## src/source/gpio_pkg.sv

```systemverilog
/*
 * GPIO subsystem shared definitions
 * bus widths, register map and bank map constants
 * used by the decoder, the banks and the top level
 */

package gpio_pkg;

  //////////////////////////////////////////////////
  // bus widths
  //////////////////////////////////////////////////

  // data path of the system bus
  localparam int unsigned data_width = 32;
  // byte address, covers both banks plus unmapped space
  localparam int unsigned addr_width = 8;

  typedef logic [data_width-1:0] data_t;
  typedef logic [addr_width-1:0] addr_t;

  //////////////////////////////////////////////////
  // register map inside one bank
  //////////////////////////////////////////////////

  // word index sits above the byte lanes
  localparam int unsigned reg_idx_lsb   = 2;
  localparam int unsigned reg_idx_width = 2;

  typedef logic [reg_idx_width-1:0] reg_idx_t;

  // output register
  localparam reg_idx_t reg_out_idx = 2'd0;
  // output enable register
  localparam reg_idx_t reg_oe_idx  = 2'd1;
  // synchronized pin levels, read only
  localparam reg_idx_t reg_pin_idx = 2'd2;
  // index 3 reserved, reads zero

  //////////////////////////////////////////////////
  // bank map
  //////////////////////////////////////////////////

  localparam int unsigned bank_span  = 16;
  localparam int unsigned bank_count = 2;

  // bank select bits right above the register index
  localparam int unsigned bank_sel_lsb   = $clog2(bank_span);
  localparam int unsigned bank_sel_width = $clog2(bank_count);
  // first byte address past the last bank
  localparam int unsigned map_limit      = bank_span * bank_count;

  typedef logic [bank_sel_width-1:0] bank_sel_t;

endpackage

```

## src/source/gpio_sync.sv

```systemverilog
/*
 * GPIO input synchronizer
 * chain of flip-flop rows that brings asynchronous
 * pin levels into the bus clock domain
 */

module gpio_sync #(
  parameter int unsigned width  = 8,
  parameter int unsigned stages = 2
)(
  input  logic             bus,
  input  logic             arst_n,
  input  logic [width-1:0] async_in,
  output logic [width-1:0] sync_out
);

  // fewer than two rows gives no metastability margin
  if (stages < 2) begin : gen_stages_check
    $error("gpio_sync: stages %0d below minimum of 2", stages);
  end

  //////////////////////////////////////////////////
  // flip-flop chain
  //////////////////////////////////////////////////

  // row 0 samples the pins, last row feeds the bank
  logic [stages-1:0][width-1:0] stage_q;

  always_ff @(posedge bus or negedge arst_n) begin
    if (!arst_n) begin
      stage_q <= '0;
    end else begin
      // shift one row per edge
      stage_q[0] <= async_in;
      for (int i = 1; i < stages; i++) begin
        stage_q[i] <= stage_q[i-1];
      end
    end
  end

  // pin level after stages edges
  assign sync_out = stage_q[stages-1];

endmodule

```

## src/source/gpio_regs.sv

```systemverilog
/*
 * GPIO bank
 * output and output enable registers, synchronized
 * pin readback and a registered read data mux
 */

module gpio_regs
  import gpio_pkg::*;
#(
  parameter int unsigned width       = 16,
  parameter int unsigned sync_stages = 2
)(
  input  logic             bus,
  input  logic             arst_n,
  // transfer from the decoder
  input  logic             trn,
  input  logic             wen,
  input  reg_idx_t         reg_idx,
  input  data_t            wdt,
  output data_t            rdt,
  // pins
  output logic [width-1:0] drive,
  output logic [width-1:0] enable,
  input  logic [width-1:0] pins
);

  // bank must fit the data bus
  if ((width < 1) || (width > data_width)) begin : gen_width_check
    $error("gpio_regs: width %0d outside 1 to %0d", width, data_width);
  end

  //////////////////////////////////////////////////
  // pin input synchronization
  //////////////////////////////////////////////////

  // pin levels in the bus clock domain
  logic [width-1:0] pins_sync;

  gpio_sync #(
    .width  (width),
    .stages (sync_stages)
  ) u_sync (
    .bus      (bus),
    .arst_n   (arst_n),
    .async_in (pins),
    .sync_out (pins_sync)
  );

  //////////////////////////////////////////////////
  // write path
  //////////////////////////////////////////////////

  // bank width slice of the write data
  logic [width-1:0] wdt_bank;

  assign wdt_bank = wdt[width-1:0];

  // pin outputs follow the registers directly
  always_ff @(posedge bus or negedge arst_n) begin
    if (!arst_n) begin
      drive  <= '0;
      enable <= '0;
    end else if (trn && wen) begin
      case (reg_idx)
        reg_out_idx: drive  <= wdt_bank;
        reg_oe_idx:  enable <= wdt_bank;
        // pin readback and reserved index ignore writes
        default: ;
      endcase
    end
  end

  //////////////////////////////////////////////////
  // read path
  //////////////////////////////////////////////////

  // selected register, zero extended
  data_t rd_val;

  always_comb begin
    rd_val = '0;
    case (reg_idx)
      reg_out_idx: rd_val[width-1:0] = drive;
      reg_oe_idx:  rd_val[width-1:0] = enable;
      reg_pin_idx: rd_val[width-1:0] = pins_sync;
      // reserved reads zero
      default:     rd_val = '0;
    endcase
  end

  // one cycle read latency
  // value held until the next read of this bank
  always_ff @(posedge bus or negedge arst_n) begin
    if (!arst_n) begin
      rdt <= '0;
    end else if (trn && !wen) begin
      rdt <= rd_val;
    end
  end

endmodule

```

## src/source/bus_decoder.sv

```systemverilog
/*
 * GPIO bus decoder
 * splits one transfer port between the banks, flags
 * out of map transfers and steers the read data back
 */

module bus_decoder
  import gpio_pkg::*;
(
  input  logic     bus,
  input  logic     arst_n,
  // upstream transfer
  input  logic     trn,
  input  logic     wen,
  input  addr_t    adr,
  output data_t    rdt,
  output logic     err,
  // bank side
  output logic     bank0_trn,
  output logic     bank1_trn,
  output reg_idx_t reg_idx,
  input  data_t    bank0_rdt,
  input  data_t    bank1_rdt
);

  //////////////////////////////////////////////////
  // address split
  //////////////////////////////////////////////////

  bank_sel_t bank_sel;
  logic      in_map;

  // byte lane bits 1:0 are dropped
  assign reg_idx  = adr[reg_idx_lsb +: reg_idx_width];
  assign bank_sel = adr[bank_sel_lsb +: bank_sel_width];

  // anything at or past map_limit hits no bank
  assign in_map = (int'(adr) < map_limit);

  // strobe only the addressed bank
  assign bank0_trn = trn && in_map && (bank_sel == bank_sel_t'(0));
  assign bank1_trn = trn && in_map && (bank_sel == bank_sel_t'(1));

  //////////////////////////////////////////////////
  // error response
  //////////////////////////////////////////////////

  // one cycle pulse, reads and writes alike
  always_ff @(posedge bus or negedge arst_n) begin
    if (!arst_n) begin
      err <= 1'b0;
    end else begin
      err <= trn && !in_map;
    end
  end

  //////////////////////////////////////////////////
  // read data steering
  //////////////////////////////////////////////////

  // source of the last read
  bank_sel_t rd_sel_q;
  // last read went out of map
  logic      rd_oom_q;

  // writes leave the selection alone so rdt holds
  always_ff @(posedge bus or negedge arst_n) begin
    if (!arst_n) begin
      rd_sel_q <= '0;
      rd_oom_q <= 1'b1;
    end else if (trn && !wen) begin
      rd_sel_q <= bank_sel;
      rd_oom_q <= !in_map;
    end
  end

  // banks already registered their data
  always_comb begin
    if (rd_oom_q) begin
      // out of map reads zero
      rdt = '0;
    end else if (rd_sel_q == bank_sel_t'(0)) begin
      rdt = bank0_rdt;
    end else begin
      rdt = bank1_rdt;
    end
  end

endmodule

```

## src/source/gpio_subsys.sv

```systemverilog
/*
 * GPIO subsystem top level
 * bus decoder in front of two GPIO banks
 * of independent widths
 */

module gpio_subsys
  import gpio_pkg::*;
#(
  parameter int unsigned gpio0_width = 16,
  parameter int unsigned gpio1_width = 8,
  parameter int unsigned sync_stages = 2
)(
  input  logic                   bus,
  input  logic                   arst_n,
  // system bus
  input  logic                   trn,
  input  logic                   wen,
  input  addr_t                  adr,
  input  data_t                  wdt,
  output data_t                  rdt,
  output logic                   err,
  // bank 0 pins
  output logic [gpio0_width-1:0] gpio0_drive,
  output logic [gpio0_width-1:0] gpio0_enable,
  input  logic [gpio0_width-1:0] gpio0_pins,
  // bank 1 pins
  output logic [gpio1_width-1:0] gpio1_drive,
  output logic [gpio1_width-1:0] gpio1_enable,
  input  logic [gpio1_width-1:0] gpio1_pins
);

  // decoder to bank wiring
  logic     bank0_trn;
  logic     bank1_trn;
  reg_idx_t reg_idx;
  data_t    bank0_rdt;
  data_t    bank1_rdt;

  //////////////////////////////////////////////////
  // address decode and read steering
  //////////////////////////////////////////////////

  bus_decoder u_decoder (
    .bus       (bus),
    .arst_n    (arst_n),
    .trn       (trn),
    .wen       (wen),
    .adr       (adr),
    .rdt       (rdt),
    .err       (err),
    .bank0_trn (bank0_trn),
    .bank1_trn (bank1_trn),
    .reg_idx   (reg_idx),
    .bank0_rdt (bank0_rdt),
    .bank1_rdt (bank1_rdt)
  );

  //////////////////////////////////////////////////
  // banks
  //////////////////////////////////////////////////

  // bytes 0x00 to 0x0f
  gpio_regs #(
    .width       (gpio0_width),
    .sync_stages (sync_stages)
  ) u_bank0 (
    .bus     (bus),
    .arst_n  (arst_n),
    .trn     (bank0_trn),
    .wen     (wen),
    .reg_idx (reg_idx),
    .wdt     (wdt),
    .rdt     (bank0_rdt),
    .drive   (gpio0_drive),
    .enable  (gpio0_enable),
    .pins    (gpio0_pins)
  );

  // bytes 0x10 to 0x1f
  gpio_regs #(
    .width       (gpio1_width),
    .sync_stages (sync_stages)
  ) u_bank1 (
    .bus     (bus),
    .arst_n  (arst_n),
    .trn     (bank1_trn),
    .wen     (wen),
    .reg_idx (reg_idx),
    .wdt     (wdt),
    .rdt     (bank1_rdt),
    .drive   (gpio1_drive),
    .enable  (gpio1_enable),
    .pins    (gpio1_pins)
  );

endmodule

```

## config.mk

```make
export PLATFORM = sky130hd
export DESIGN_NAME = gpio_subsys
export DESIGN_NICKNAME = d
export VERILOG_FILES = /design/src/source/gpio_pkg.sv /design/src/source/gpio_sync.sv /design/src/source/gpio_regs.sv /design/src/source/bus_decoder.sv /design/src/source/gpio_subsys.sv
export SDC_FILE = /design/constraint.sdc
export NUM_CORES = 1
export LEC_CHECK = 0
export BUFFER_PORTS_ARGS = -buffer_cell sky130_fd_sc_hd__buf_2
export CAP_MARGIN = 20
export CORE_MARGIN = 2
export CORE_UTILIZATION = 30
export DETAILED_ROUTE_END_ITERATION = 8
export GPL_TIMING_DRIVEN = 0
export PLACE_DENSITY_LB_ADDON = 0.1
export SYNTH_ARGS = -nofsm -noshare
export SYNTH_HDL_FRONTEND = slang
export SYNTH_SLANG_ARGS = --single-unit
export TNS_END_PERCENT = 1
```

## constraint.sdc

```tcl
create_clock -name bus -period 1.2 [get_ports bus]
set_input_delay 0.12 -clock bus [delete_from_list [all_inputs] [get_ports bus]]
set_output_delay 0.12 -clock bus [all_outputs]
set_load 0.02 [all_outputs]
```

==> results.json <==
{
  "status": "finished, violations left",
  "violations": "hold timing, setup timing",
  "required_ns": 1.08,
  "min_path_type": "primary input to register",
  "report.final.hold_viol_count": 1,
  "worst_pin_slew_ns": 0.687,
  "start_util_pct": 30.6,
  "critPathCaptureType": "output port",
  "critPathLaunchType": "register",
  "cp_data_arrival_time_ns": 1.47,
  "root_buffer": "clkbuf_16",
  "setup_tns_ns": -5.49,
  "die_w_um": 131,
  "finalWeightedCongestion": 0.684,
  "synth_top_area_share_pct": 62.8,
  "grt_pass1_vias": 3452,
  "setup_viol": 16,
  "clkTransAtPathRegs_ns": 0.05,
  "cts_tree": "built",
  "fin_ws_ns": -0.392,
  "slew_headroom_pct": 54.2,
  "die_area_um2": 17200,
  "grt.met1_usage_pct": 19.5,
  "rows": 46,
  "core_area_um2": 15900,
  "dpl.hpwl_um": 8310,
  "htreeDepth": 4,
  "dr.pass1.iters": 4,
  "post_drt_wl_per_cell_um": 16.5,
  "area_growth_pct": 46.5,
  "layout-drive-gt1-share_pct": 48.7,
  "synthArstFlopShare_pct": 100,
  "p_per_area_nw_per_um2": 1600,
  "port_buffers": 112,
  "antenna_cells": 0,
  "synth_edf_count": 0,
  "critPathKind": "register to output port",
  "post_synth.cell_area_avg_um2": 15.3,
  "die_h_um": 131,
  "yosysTopAreaCell": "dfrtp_1",
  "power.total_mw": 11.4,
  "routed_via_density": 4.28,
  "clock_sinks": 123,
  "period_share_pct": 133,
  "grt_pass1_wl_um": 19500,
  "syn-cell-area_um2": 4860,
  "detail-route-antenna-nets": 0,
  "tritoncts.num_buffers": 17,
  "antenna_found_initial": 0,
  "vdd.ir_drop.worst_mv": 0.866,
  "met3_usage_pct": 4.28,
  "wl_um": 12200,
  "num_vias": 3174,
  "synth_warnings": 0,
  "rsz0062_at_grt": "true",
  "ios": 149,
  "drv_slew": 0,
  "ys_types": 24,
  "layout_commonest_cell": "dfrtp_1",
  "period_needed_ns": 1.59,
  "synth_ff_type": "dfrtp_1",
  "cts_buffer_depth": 2,
  "grt_max_degree": 71,
  "grtUsageMet2_pct": 23.9,
  "power.leakage_nw": 3.65,
  "grt_usage_pct": 15.0,
  "synth_cells": 318,
  "drc": 0,
  "ys_seq_area_share_pct": 63.3,
  "clk_latency_ns": 0.40,
  "synthTopCellsByArea": "dfrtp_1, mux2_2, mux2i_1",
  "post-route-util_pct": 44.8,
  "max_freq_mhz": 628,
  "drt_iter0_markers": 113,
  "fin_worst_skew_ns": 0.00634,
  "top_usage_layer": "met2",
  "ys_seq_elements": 123,
  "finish.net_count": 581,
  "final_cell_mix": "dfrtp_1, buf_2, mux2_2",
  "crit_path_max_fanout": 5,
  "hold_ws_ns": -0.00254,
  "globalRouteOverflowTotal": 0,
  "maxCapViolCount": 0
}
==> final timing paths <==
kind	endpoint	start	cells after the start	slack, ns
min reg2reg	u_bank0.u_sync.sync_out[0]	u_bank0.u_sync.stage_q[0]	0	0.34
max reg2reg	u_bank0.rdt[13]	u_bank0.drive[13]	3	0.11
max	rdt[4]	u_decoder.rd_sel_q	4	-0.39
min in group asynchronous	u_bank0.drive[7]	arst_n	2	0.24
max in group asynchronous	u_decoder.rd_oom_q	arst_n	3	0.21
min	u_decoder.rd_oom_q	wen	4	-0.003
==> worst max-delay path: stages, from the launching register on <==
cell and delay, ns:
dfrtp_2 0.47, buf_4 0.16, mux2i_1 0.11, nor2_1 0.16, buf_4 0.17
==> per-layer routing <==
metal | share of wire, % | up-vias
met1 | 45 | 1587
met5 | 0 | -
li1 | - | 1491
met2 | 48 | 83
met4 | 1.4 | 0
met3 | 4.8 | 13
==> per-stage QoR <==
stage / cells / instance area, um^2 / setup WS (ns)
2_1_floorplan: 333 / 4980 / -0.194
3_3_place_gp: 661 / 5810 / -1.61
3_5_place_dp: 662 / 5840 / -0.654
4_1_cts: 742 / 7090 / -0.403
5_1_grt: 742 / 7120 / -0.443
6_report: 742 / 7120 / -0.392
==> synth_stat cells, types with 3 or more instances <==
master,count
buf_2,6
mux2i_1,32
and2_1,8
o2bb2ai_1,24
mux2_1,20
mux2_2,53
buf_4,18
dfrtp_1,122
nor2_1,12
nor2b_1,3
clkbuf_1,7
==> state kept, by name (all words and copies together) (netlist names) <==
signal,flops
u_bank1.drive,8
u_bank1.u_sync.sync_out,8
u_bank0.enable,16
u_bank1.u_sync.stage_q,8
u_bank0.drive,16
u_decoder.rd_sel_q,1
u_bank0.u_sync.sync_out,16
u_bank0.rdt,16
u_bank1.enable,8
u_decoder.err,1
u_bank1.rdt,8
u_decoder.rd_oom_q,1
u_bank0.u_sync.stage_q,16
==> what timing repair did <==
item	in CTS	in global routing
gates resized for setup	42	8
pin swaps	9	1
setup buffers	7	0
hold buffers	43	0
endpoints found under the setup margin	74	52
hold endpoints to repair	119	0
==> logic make-up after synthesis <==
family	count (synthesis)	share of synthesized area, %
other	1	0.0771
and+or+nand+nor	31	4.40
AOI/OAI and AO/OA	25	4.43
muxes	105	23.5
buffers and inverters	33	4.25
DFF	123	63.3
==> area by class of cell <==
type / instances / area (um^2)
multi-input cells: 177 / 1720
flip-flops and latches: 123 / 3080
clock buffers: 26 / 499
clock inverters: 6 / 133
well taps: 216 / 270
repair buffers: 163 / 1170
fillers: 1502 / 8770
plain buffers: 31 / 249
==> power by group <==
group          leakage [nW]  total, mW  internal [mW]  switching (mW)
sequential             1.57       4.63           4.46           0.178
clock                 0.305       5.41           3.70            1.72
combinational          1.77       1.31          0.641           0.669
total                  3.65       11.4           8.79            2.56
(Power assumes the default switching activity.)
